**config.mk**
```make
export PLATFORM = sky130hd
export DESIGN_NAME = reorder_buffer
export DESIGN_NICKNAME = d
export VERILOG_FILES = /design/src/logic/core_cfg_pkg.sv /design/src/logic/uop_pkg.sv /design/src/logic/reorder_buffer.sv
export SDC_FILE = /design/constraint.sdc
export NUM_CORES = 1
export LEC_CHECK = 0
export ABC_AREA = 1
export BUFFER_PORTS_ARGS = -buffer_cell sky130_fd_sc_hd__buf_2
export CORE_MARGIN = 4
export CORE_UTILIZATION = 38
export DETAILED_ROUTE_END_ITERATION = 8
export GPL_TIMING_DRIVEN = 0
export PLACE_DENSITY = 0.6
export SETUP_SLACK_MARGIN = 0.4
export SKIP_LAST_GASP = 1
export SLEW_MARGIN = 10
export SYNTH_ARGS = -nofsm -noshare
export SYNTH_HDL_FRONTEND = slang
export SYNTH_SLANG_ARGS = --single-unit
```
**constraint.sdc**
```tcl
create_clock -name clk -period 9.7 [get_ports clk]
set_input_delay 0.97 -clock clk [delete_from_list [all_inputs] [get_ports clk]]
set_output_delay 0.97 -clock clk [all_outputs]
set_load 0.01 [all_outputs]
```
**src/logic/core_cfg_pkg.sv**
```systemverilog
`default_nettype none

package core_cfg_pkg;

    // Datapath width
    localparam int XLEN = 32;

    // Register files
    localparam int NR_PREGS     = 32;
    localparam int NR_AREGS     = 16;
    localparam int PREG_ID_BITS = 5;
    localparam int AREG_ID_BITS = 4;

    // Reorder buffer
    localparam int NR_ROB_ENTRIES = 8;
    localparam int ROB_ID_BITS    = 3;

    // Result and completion ports, functional units
    localparam int NR_WB_PORTS    = 2;
    localparam int NR_COMPL_PORTS = 2;
    localparam int NR_FUS         = 3;

endpackage

`default_nettype wire

```
**src/logic/uop_pkg.sv**
```systemverilog
`default_nettype none

package uop_pkg;

    typedef logic [core_cfg_pkg::XLEN-1:0]         xlen_t;
    typedef logic [core_cfg_pkg::PREG_ID_BITS-1:0] preg_id_t;
    typedef logic [core_cfg_pkg::AREG_ID_BITS-1:0] areg_id_t;
    typedef logic [core_cfg_pkg::ROB_ID_BITS-1:0]  rob_id_t;

    // Also the bit index into fu_ready
    typedef enum logic [1:0] {
        FU_ALU  = 2'd0,
        FU_LSU  = 2'd1,
        FU_CTRL = 2'd2
    } fu_e;

    typedef enum logic [3:0] {
        ADD, SUB, AND, OR, XOR, SLL, SRL, SLT,
        LUI, AUIPC, LOAD, STORE, BRANCH, JAL, JALR
    } op_e;

    typedef struct packed {
        xlen_t    pc;
        xlen_t    imm;
        fu_e      fu;
        op_e      op;
        areg_id_t rs1;
        areg_id_t rs2;
        areg_id_t rd;
        logic     rs1_valid;
        logic     rs2_valid;
        logic     rd_valid;
        logic     use_uimm;
    } static_inst_t;

    typedef struct packed {
        static_inst_t si;
        rob_id_t      id;
        preg_id_t     prs1;
        preg_id_t     prs2;
        preg_id_t     prd;
        logic         prs1_renamed;
        logic         prs2_renamed;
    } renamed_inst_t;

    typedef struct packed {
        xlen_t    pc;
        rob_id_t  id;
        preg_id_t prd;
        xlen_t    rs1val;
        xlen_t    rs2val;
        xlen_t    imm;
        fu_e      fu;
        op_e      op;
    } fu_input_t;

    typedef struct packed {
        xlen_t    pc;
        rob_id_t  id;
        preg_id_t prd;
        xlen_t    rdval;
    } fu_output_t;

    typedef struct packed {
        rob_id_t  id;
        xlen_t    pc;
        preg_id_t prd;
        areg_id_t ard;
        logic     need_arf_write;
        logic     completed;
    } rob_entry_t;

    typedef struct packed {
        logic    valid;
        rob_id_t id;
    } completion_t;

endpackage

`default_nettype wire

```
**src/logic/reorder_buffer.sv**
```systemverilog
`timescale 1ns/1ns
`default_nettype none

module reorder_buffer #(
    parameter int DEPTH = 8,
    localparam int PW   = $clog2(DEPTH)
) (
    input  wire logic                                                  clk,
    input  wire logic                                                  rstn,
    input  wire logic                                                  push_i,
    input  wire uop_pkg::rob_entry_t                                   push_entry_i,
    output logic                                                       full_o,
    input  wire uop_pkg::completion_t [core_cfg_pkg::NR_COMPL_PORTS-1:0] compl_i,
    output uop_pkg::rob_entry_t                                        head_o,
    output logic                                                       head_valid_o,
    input  wire logic                                                  pop_i
);

    uop_pkg::rob_entry_t [DEPTH-1:0] entries;
    logic [DEPTH-1:0]                allocated;
    logic [PW-1:0]                   tail;
    logic [PW-1:0]                   head;

    // Control state
    always_ff @(posedge clk) begin
        if (!rstn) begin
            tail      <= '0;
            head      <= '0;
            allocated <= '0;
        end else begin
            if (push_i) begin
                allocated[tail] <= 1'b1;
                tail            <= tail + 1'b1;
            end
            if (pop_i) begin
                allocated[head] <= 1'b0;
                head            <= head + 1'b1;
            end
        end
    end

    // Entry payload, completed cleared on push
    always_ff @(posedge clk) begin
        if (push_i) begin
            entries[tail]           <= push_entry_i;
            entries[tail].completed <= 1'b0;
        end
        for (int c = 0; c < core_cfg_pkg::NR_COMPL_PORTS; c++) begin
            if (compl_i[c].valid) begin
                entries[compl_i[c].id].completed <= 1'b1;
            end
        end
    end

    assign full_o       = allocated[tail];
    assign head_o       = entries[head];
    assign head_valid_o = allocated[head] && entries[head].completed;

endmodule

`default_nettype wire

```
After elaboration in Yosys (flattened, before gate mapping)
Index checks and enable logic that the tools add are counted.

word-level totals
  logic and storage cells = 97
  output and inout bits = 48
  register bits after elaboration = 382

cells by class
  reductions and logical operators = 5
  bitwise logic cells = 3
  mux-type cells = 28
  add/subtract/negate cells = 2
  $lt $le $gt $ge = 8

operator list
  kind                                                                                  number
  368-bit bitwise mux                                                                   4
  368-bit 2-to-1 mux                                                                    3
  46-bit demux with 3-bit select                                                        4
  46-bit binary-select mux with 3-bit select                                            1
  46-bit 2-to-1 mux                                                                     2
  8-bit 2-to-1 mux                                                                      3
  3-bit by 4-bit < comparator with 1-bit output (second input constant)                 4
  3-bit by 1-bit greater-or-equal comparator with 1-bit output (second input constant)  4
  8-bit bitwise AND                                                                     1
  8-bit inverter                                                                        1
  8-bit bitwise OR                                                                      1
  1-bit 2-to-1 mux                                                                      7
  3-bit by 1-bit adder with 3-bit output (second input constant)                        2
  1-bit binary-select mux with 3-bit select                                             2
  1-bit demux with 3-bit select                                                         2
  1-bit logical AND                                                                     5

Longest topological paths before layout
Gate-level depths: netlist of run 1.

  depth after elaboration = 11
  gate-level depth with buffers = 8
  depth with buffers taken out = 6

Least setup slack after synthesis of run 1
OpenSTA, ideal clock, no wires.

  kind = input port to flip-flop
  from = in push_i
  to = reg (tool-made name)
  required time = 9.250 ns
  arrival = 3.048 ns
  setup slack = 6.202 ns
  library setup time = 0.450 ns
  stages on the path = 2
  cells stage by stage = nand2_1 nor2_1

RTL lines
  element             line                  text
  start: declaration  reorder_buffer.sv:10  input wire logic push_i,

==> results.toml, run 1 <==
[global_routing]
grt_antenna_before_repair = 5
grt_max_degree = 47
grt_pass1_vias = 9449
grt_overflow = 0
grt.busiest_layer = "met2"
use_met1 = 0.220
grt_first_pass_wirelength_mm = 55.1
track_usage = 0.168
grt_util_met3 = 0.0309
grtUsageMet2 = 0.292

[worst_setup_path]
arrival_ns = 2.50
cp.required_ns = 8.73
crit_chain = "buf_4 -> buf_2 -> clkbuf_1 -> o211ai_1 -> nand4_1 -> buf_2"
endpoint_kind = "output pin"
worst-path-buf-inv = 4
worstSetupStartpointType = "flop"
cp_slowest_cell = "clkbuf_1"
cpPeakStageDelay_ns = 0.57
path_max_fanout = 10
critical_path_class = "reg -> out"
cpMostUsedCell = "buf_2"
crit_family = "buffers and inverters"

[clock_network]
cts_hold_buf = 0
clk_latency_ns = 0.52
clk_path_buf_depth = 3
cts_setup_buffers = 0
clock-sinks = 382
cts_resized = 0
cts_tree = "yes"
cts_buffers = 39
path_clk_slew_ns = 0.06
cts_root_buffer = "clkbuf_16"
cts.htree.levels = 2

[hold_path]
hold_class = "reg -> reg"

[run_status]
outcome = "finished clean"

[final_layout]
diodes = 0
final_util = 0.456
layoutNonFillerInstCount = 1899
drive_gt1_frac = 0.154
finalInstanceArea_mm2 = 0.0177
syn_to_final_growth_pct = 17.9
num-nets-final = 1414

[run]
maxCapViolCount = 0

[floorplan]
std_cell_rows = 72
initial_core_util = 0.387
ios = 106
die_h_um = 207
die_w_um = 207
core_mm2 = 0.0389
die_area_mm2 = 0.0428

[route]
wl_per_cell_um = 19.2
vias = 9465
drt_iter0_markers = 605
dr.pass1.iters = 5
viasPerCell = 4.98
drc_errors = 0
ant_nets = 0
wirelength_mm = 36.4

[power_and_ir_drop]
leakage_uw = 0.00642
p_per_area_mw_per_mm2 = 204
p_total_uw = 3620
ir_worst_vdd_mv = 0.112

[placed_design]
place_area_mm2 = 0.0165
portBuffers = 104
hpwl_mm = 23.4
place_inst = 1831
gp_congestion = 0.806

[timing]
relSlewSlack = 0.472
fmax_ghz = 0.288
finalClockSkew_ns = 0.00712
rsz0062_at_grt = "no"
setup_violations = 0
period_needed_ns = 3.47
finalSetupTns_ns = 0
post-route-period-util = 0.358
worst_pin_slew_ns = 0.790
hold_viol_final = 0
slew_viol_final = 0

[synthesis]
synth.cell_area_mm2 = 0.0150
synth_nets = 1258
synth_warnings = 0
ys_types = 21
ys_seq_area_frac = 0.748
syn_area_per_cell_um2 = 12.6
yosys_register_bits = 382
syn-instance-count = 1198
## where the power goes
part           switching [uW]  total, uW  leakage (uW)  internal, uW
Clock                     585       1460      0.000605           880
Sequential               10.9       1860       0.00345          1850
Combinational             208        300       0.00237          92.0
## worst register-to-register path: cells and delay by family (launching register included)
family / cells / cell delay, ns
buffers and inverters: 3 / 0.59
DFF: 1 / 0.32
and+or+nand+nor: 2 / 0.89
## cells in the final DEF (no fill, tap or decap), types with 8 or more instances in the layout
cell type,netlist,final
clkbuf_1,24,35
edfxtp_1,360,360
dfxtp_1,22,22
o21ai_0,99,99
clkbuf_16,0,39
inv_1,126,124
nand4_1,47,47
nor2_1,204,198
a21oi_1,14,14
nand3_1,15,15
buf_12,0,8
nand2_1,138,138
o211ai_1,97,97
buf_2,34,138
## cell type report
type / count / area [um^2]
Clock buffer: 51 / 1030
Fill cell: 3560 / 21200
Sequential cell: 382 / 11300
Multi-Input combinational cell: 627 / 3080
Buffer: 62 / 283
Timing Repair Buffer: 115 / 763
Tap cell: 518 / 648
Clock inverter: 17 / 206
Inverter: 127 / 482
## stage by stage
stage	setup WS, ns	hold WS (ns)
5_1_grt	6.13	0.497
3_5_place_dp	6.79	0.470
4_1_cts	6.24	0.482
3_3_place_gp	4.14	0.454
6_report	6.23	0.486
2_1_floorplan	6.20	0.440
## cells by family (layout without fill, tap and decap cells)
kind of cell | Yosys count | after routing | synth area share
simple gates | 407 | 407 | 0.111
flops | 382 | 382 | 0.748
compound gates | 218 | 218 | 0.0891
buf+inv | 189 | 372 | 0.0505
fa+ha+maj | 2 | 2 | 0.00166
## per-layer routing
layer,wire [um],part of all wire,vias to the layer above
li1,-,-,4565
met3,1880,0.052,71
met5,68,0.0019,-
met4,826,0.023,10
met1,15800,0.43,4588
met2,17900,0.49,231
## path summary, 6_finish.rpt
path	startpoint	to	slack, ns	depth (start not counted)
setup / recovery	head[0]	head_o[17]	6.23	6
hold / removal	allocated[1]	allocated[1]	0.49	2
hold reg to reg	allocated[1]	allocated[1]	0.49	2
setup reg to reg	tail[0]	flop	7.57	5
## Yosys cell counts
cell	count	area share
edfxtp_1	360	0.72
clkbuf_1	24	0.0060
nand2_1	138	0.034
dfxtp_1	22	0.029
a21oi_1	14	0.0047
o211ai_1	97	0.048
o221ai_1	2	0.0012
nand4_1	47	0.020
nor2_1	204	0.051
nor2_2	1	0.00042
o21ai_0	99	0.033
buf_2	34	0.011
buf_1	2	0.00050
inv_1	126	0.031
inv_2	1	0.00025
buf_4	2	0.0010
ha_1	2	0.0017
nand3_1	15	0.0050
nand2_2	1	0.00042
nor3_1	1	0.00033
o21ai_1	6	0.0020
(Power assumes the default switching activity.)
==> run 2: changes to the inputs <==
==> constraint.sdc (replaced) <==
create_clock -name clk -period 3.24 [get_ports clk]
set_input_delay 0.324 -clock clk [delete_from_list [all_inputs] [get_ports clk]]
set_output_delay 0.324 -clock clk [all_outputs]
set_load 0.01 [all_outputs]
==> results.toml, run 2 (same netlist as run 1, synthesis figures left out) <==
[run_status]
outcome = "finished clean"

[clock_network]
clk_path_buf_depth = 3
cts_tree = "yes"
path_clk_slew_ns = 0.06
cts.htree.levels = 2
clk_latency_ns = 0.52
cts_buffers = 39
clock-sinks = 382
cts_setup_buffers = 0
cts_root_buffer = "clkbuf_16"

[worst_setup_path]
critical_path_class = "reg -> out"
arrival_ns = 2.39
path_max_fanout = 10
worstSetupStartpointType = "flop"
worst-path-buf-inv = 3
endpoint_kind = "output pin"
critPathLaunch = "head[2]"
cpPeakStageDelay_ns = 0.53
crit_family = "buffers and inverters"
cp_slowest_cell = "clkbuf_1"
r2r_start = "tail[0]"
crit_chain = "inv_1 -> nor2_2 -> clkbuf_1 -> o211ai_1 -> nand4_1 -> buf_2"
cp.required_ns = 2.92

[final_layout]
drive_gt1_frac = 0.163
final_cell_mix = "360 x edfxtp_1, 197 x nor2_1, 138 x buf_2, 138 x nand2_1, 124 x inv_1"
finalInstanceArea_mm2 = 0.0178
num-nets-final = 1414
syn_to_final_growth_pct = 18.3
final_common_cell = "edfxtp_1"
layoutNonFillerInstCount = 1902

[route]
dr.pass1.iters = 5
viasPerCell = 4.99
ant_nets = 0
wl_per_cell_um = 19.5
drc_errors = 0
wirelength_mm = 37.1
vias = 9496
drt_iter0_markers = 664

[placed_design]
place_inst = 1831
place_area_mm2 = 0.0165
portBuffers = 104
hpwl_mm = 23.6
gp_congestion = 0.797

[timing]
slew_viol_final = 0
setup_violations = 0
finalClockSkew_ns = 0.0205
period_needed_ns = 2.71
relSlewSlack = 0.448
rsz0062_at_grt = "yes"
hold_viol_final = 0
fin_hold_ws_ns = 0.0713
post-route-period-util = 0.836
worst_pin_slew_ns = 0.825
fmax_ghz = 0.369

[global_routing]
grt_max_degree = 47
grt_overflow = 0
track_usage = 0.171
grt_antenna_before_repair = 6
grt_pass1_vias = 9308
grt_first_pass_wirelength_mm = 55.7

[power_and_ir_drop]
switching_share = 0.227
power_frac_comb = 0.084
power_frac_seq = 0.512
power.switching_uw = 2460
p_total_uw = 10900
ir_worst_vdd_mv = 0.301
leakage_uw = 0.00646
p_per_area_mw_per_mm2 = 611
p_clk_frac = 0.405
p_int_uw = 8410

[floorplan]
die_area_mm2 = 0.0428
die_w_um = 207
core_mm2 = 0.0389
die_h_um = 207
ios = 106
initial_core_util = 0.387
std_cell_rows = 72

[hold_path]
hold_class = "in -> reg"
worstHoldStart = "push_entry_i[20]"

[run]
maxCapViolCount = 0
run 2: cell count changes in the layout (fill, tap and decap cells not counted), sizes merged:
cell	delta
buf	-1
bufinv	-3
clkbuf	+2
clkinv	+1
clkinvlp	+3
diode	+2
inv	-1
run 2: worst paths after layout:
kind / endpoint / slack, ns / cells after the start
worst min register to register: allocated[2] / 0.47 / 2
worst max-delay path: head_o[30] / 0.53 / 6
worst max register to register: flop / 1.00 / 5
worst min-delay path: flop / 0.07 / 1
run 2: layer usage:
| metal | up-vias | track usage | wire (um) |
|---|---|---|---|
| met2 | 244 | 0.287 | 18000 |
| li1 | 4565 | - | - |
| met4 | 8 | 0.0390 | 695 |
| met5 | - | 0 | 46 |
| met1 | 4617 | 0.235 | 16400 |
| met3 | 62 | 0.0316 | 1940 |
run 2: power by group through the flow:
stage                     sequential, uW  combinational, uW  clock [uW]
final                               5560                908        4400
after global routing                5570               1020        4680
after CTS                           5560                929        4480
after detailed placement            5670                926           0
after global placement              5670                899           0
after floorplan                     5670                477           0
run 2: per-stage QoR:
step	utilization	setup TNS (ns)	setup slack (ns)
floorplan	-	0	0.177
finish	0.457	0	0.530
detailed placement	0.425	0	0.899
CTS	0.457	0	0.403
global route	0.457	0	0.378
global placement	0.417	-262.15	-1.95
run 2: timing repair:
item,CTS,global route
hold endpoints to repair,0,0
setup endpoints to repair,10,28
gates resized for setup,2,14
hold buffers,0,0
run 2: cell type report:
class / instances / area, um^2
timing repair buffer: 115 / 778
multi-input combinational: 627 / 3080
sequential: 382 / 11300
inverter: 127 / 482
tap: 518 / 648
antenna: 2 / 5.00
clock inverter: 17 / 131
fill: 3546 / 21100
clock buffer: 52 / 1130
buffer: 62 / 294
==> run 3: changes to the inputs <==
--- a/config.mk
+++ b/config.mk
@@ -5,7 +5,7 @@
 export SDC_FILE = /design/constraint.sdc
 export NUM_CORES = 1
 export LEC_CHECK = 0
-export ABC_AREA = 1
+export ABC_AREA = 0
 export BUFFER_PORTS_ARGS = -buffer_cell sky130_fd_sc_hd__buf_2
 export CORE_MARGIN = 4
 export CORE_UTILIZATION = 38
==> constraint.sdc (replaced) <==
create_clock -name clk -period 2.8 [get_ports clk]
set_input_delay 0.28 -clock clk [delete_from_list [all_inputs] [get_ports clk]]
set_output_delay 0.28 -clock clk [all_outputs]
set_load 0.01 [all_outputs]
==> results.toml, run 3 <==
[power_and_ir_drop]
p_total_uw = 12500
switching_share = 0.208
leakage_uw = 0.00600
p_clk_frac = 0.386
p_per_area_mw_per_mm2 = 684
power.switching_uw = 2600
power_frac_seq = 0.515
power_frac_comb = 0.099
p_int_uw = 9910
ir_worst_vdd_mv = 0.445

[clock_network]
cts_buffers = 39
cts_root_buffer = "clkbuf_16"
cts.htree.levels = 2
cts_hold_buf = 0
clk_latency_ns = 0.51
path_clk_slew_ns = 0.06
clock-sinks = 382
clk_path_buf_depth = 3
cts_tree = "yes"

[route]
wl_per_cell_um = 23.1
vias = 6929
viasPerCell = 5.11
wirelength_mm = 31.4
ant_nets = 0
drt_iter0_markers = 348
dr.pass1.iters = 4
drc_errors = 0

[synthesis]
yosys_register_bits = 382
ys_types = 31
ys_top_cells_by_area = "edfxtp_1 73%, mux4_2 13%, mux2_4 4.0%, dfxtp_1 3.0%, mux4_1 1.9%"
syn-instance-count = 631
synth_top_cell_by_area = "edfxtp_1"
synth_edf_count = 360
synth_nets = 691
synth.cell_area_mm2 = 0.0149
synth.most_common_cell = "edfxtp_1"
synth_top_area_frac = 0.727
yosys_most_used_dff = "edfxtp_1"
synth_warnings = 0
synth_commonest_cells = "360 x edfxtp_1, 85 x mux4_2, 40 x mux2_4"
syn_area_per_cell_um2 = 23.6
synthArstFlopShare = 0
ys_seq_area_frac = 0.757

[global_routing]
track_usage = 0.148
grt_antenna_before_repair = 4
grt_first_pass_wirelength_mm = 46.6
grt_overflow = 0
grt_max_degree = 22
grt_pass1_vias = 7298

[timing]
setup_ws_ns = 0.281
period_needed_ns = 2.52
fin_hold_ws_ns = 0.0387
rsz0062_at_grt = "yes"
relSlewSlack = 0.559
hold_viol_final = 0
fmax_ghz = 0.397
post-route-period-util = 0.900
finalClockSkew_ns = 0.0131
worst_pin_slew_ns = 0.660
setup_violations = 0
slew_viol_final = 0

[placed_design]
place_inst = 1273
hpwl_mm = 19.8
portBuffers = 104
gp_congestion = 0.755
dp_slack_ns = 0.316

[worst_setup_path]
r2r_setup_slack_ns = 0.68
endpoint_kind = "output pin"
critical_path_class = "reg -> out"
path_max_fanout = 6
worstSetupStartpointType = "flop"
cp.required_ns = 2.52
arrival_ns = 2.24

[final_layout]
syn_to_final_growth_pct = 23.1
layoutNonFillerInstCount = 1356
final_cell_mix = "360 x edfxtp_1, 91 x mux4_2, 69 x buf_2, 46 x clkbuf_16, 40 x mux2_4"
n_fill_cell = 3195
num-nets-final = 870
final_common_cell = "edfxtp_1"
multiInputGateArea_mm2 = 0.00344
regArea_mm2 = 0.0113
drive_gt1_frac = 0.444

[hold_path]
hold_class = "in -> reg"

[run]
maxCapViolCount = 0

[run_status]
outcome = "finished clean"

[floorplan]
initial_core_util = 0.385
die_w_um = 206
die_area_mm2 = 0.0424
core_mm2 = 0.0386
std_cell_rows = 72
die_h_um = 206
ios = 106
-- run 3: cell types whose count changed in the layout (fill, tap and decap cells not counted), moves of 40 or more --
cell | before | now
nand4_1 | 47 | 0
nand2_1 | 138 | 10
buf_2 | 138 | 69
nor2_1 | 197 | 1
mux4_2 | 0 | 91
inv_1 | 124 | 1
o211ai_1 | 97 | 0
o21ai_0 | 99 | 6
mux2_4 | 0 | 40
-- run 3: cell families (layout without fill, tap and decap cells) --
logic type                 after synthesis  in the layout  share of synthesized area
DFF                                    382            382                      0.757
xor gates and xnor gates                 3              3                    0.00177
other                                    0              1                          0
buffers and inverters                   33            239                     0.0159
AOI/OAI and AO/OA                       25             25                     0.0143
and+or+nand+nor                         40             40                     0.0138
adders and majority gates                2              2                    0.00168
muxes                                  146            146                      0.196
-- run 3: routing by layer --
| metal | global-route usage | vias up | part of all wire |
|---|---|---|---|
| met3 | 0.0277 | 47 | 0.048 |
| met4 | 0.0371 | 6 | 0.017 |
| met2 | 0.239 | 143 | 0.49 |
| met5 | 0 | - | 0.00089 |
| met1 | 0.209 | 3678 | 0.44 |
| li1 | - | 3055 | - |
-- run 3: per-stage QoR --
step / util / instance area [um^2] / setup TNS, ns
after floorplan: - / 14900 / -12.36
after global placement: 0.416 / 16100 / -349.94
after detailed placement: 0.428 / 16500 / 0
after CTS: 0.466 / 18000 / 0
after global routing: 0.474 / 18300 / 0
final: 0.474 / 18300 / 0
-- run 3: final cells by class --
| class | instances | area share |
|---|---|---|
| clock buffers | 50 | 0.0556 |
| repair buffers | 138 | 0.0775 |
| flip-flops and latches | 382 | 0.615 |
| plain buffers | 32 | 0.0200 |
| diodes | 1 | 0.000137 |
| well taps | 518 | 0.0354 |
| multi-input cells | 216 | 0.188 |
| inverters | 1 | 0.000205 |
| clock inverters | 18 | 0.00888 |
-- run 3: power groups by stage --
stage	Combinational, uW	Sequential (uW)	Clock (uW)
6_report	1240	6440	4830
5_1_grt	1340	6450	5220
4_1_cts	1160	6440	4960
3_5_place_dp	1080	6560	0
3_3_place_gp	1020	6570	0
2_1_floorplan	640	6560	0
-- run 3: path summary, 6_finish.rpt --
| kind | startpoint | cells after the start | endpoint |
|---|---|---|---|
| worst max register to register | tail[2] | 4 | flop |
| worst max-delay path | head[0] | 6 | head_o[10] |
| worst min register to register | entries[138] | 2 | entries[138] |
| worst min-delay path | push_entry_i[40] | 1 | flop |
-- run 3: worst max-delay path: stages (launching register included) --
cell and delay (ns):
dfxtp_2 0.34, buf_8 0.14, buf_12 0.16, clkbuf_16 0.17, mux4_2 0.49, mux2_4 0.29, buf_6 0.13
-- run 3: timing repair --
item / CTS / global route
gates resized for setup: 53 / 48
pin swaps: 1 / 1
buffers inserted: 3 / 4
setup endpoints to repair: 65 / 78
cloned: 3 / 4
hold endpoints to repair: 0 / 0
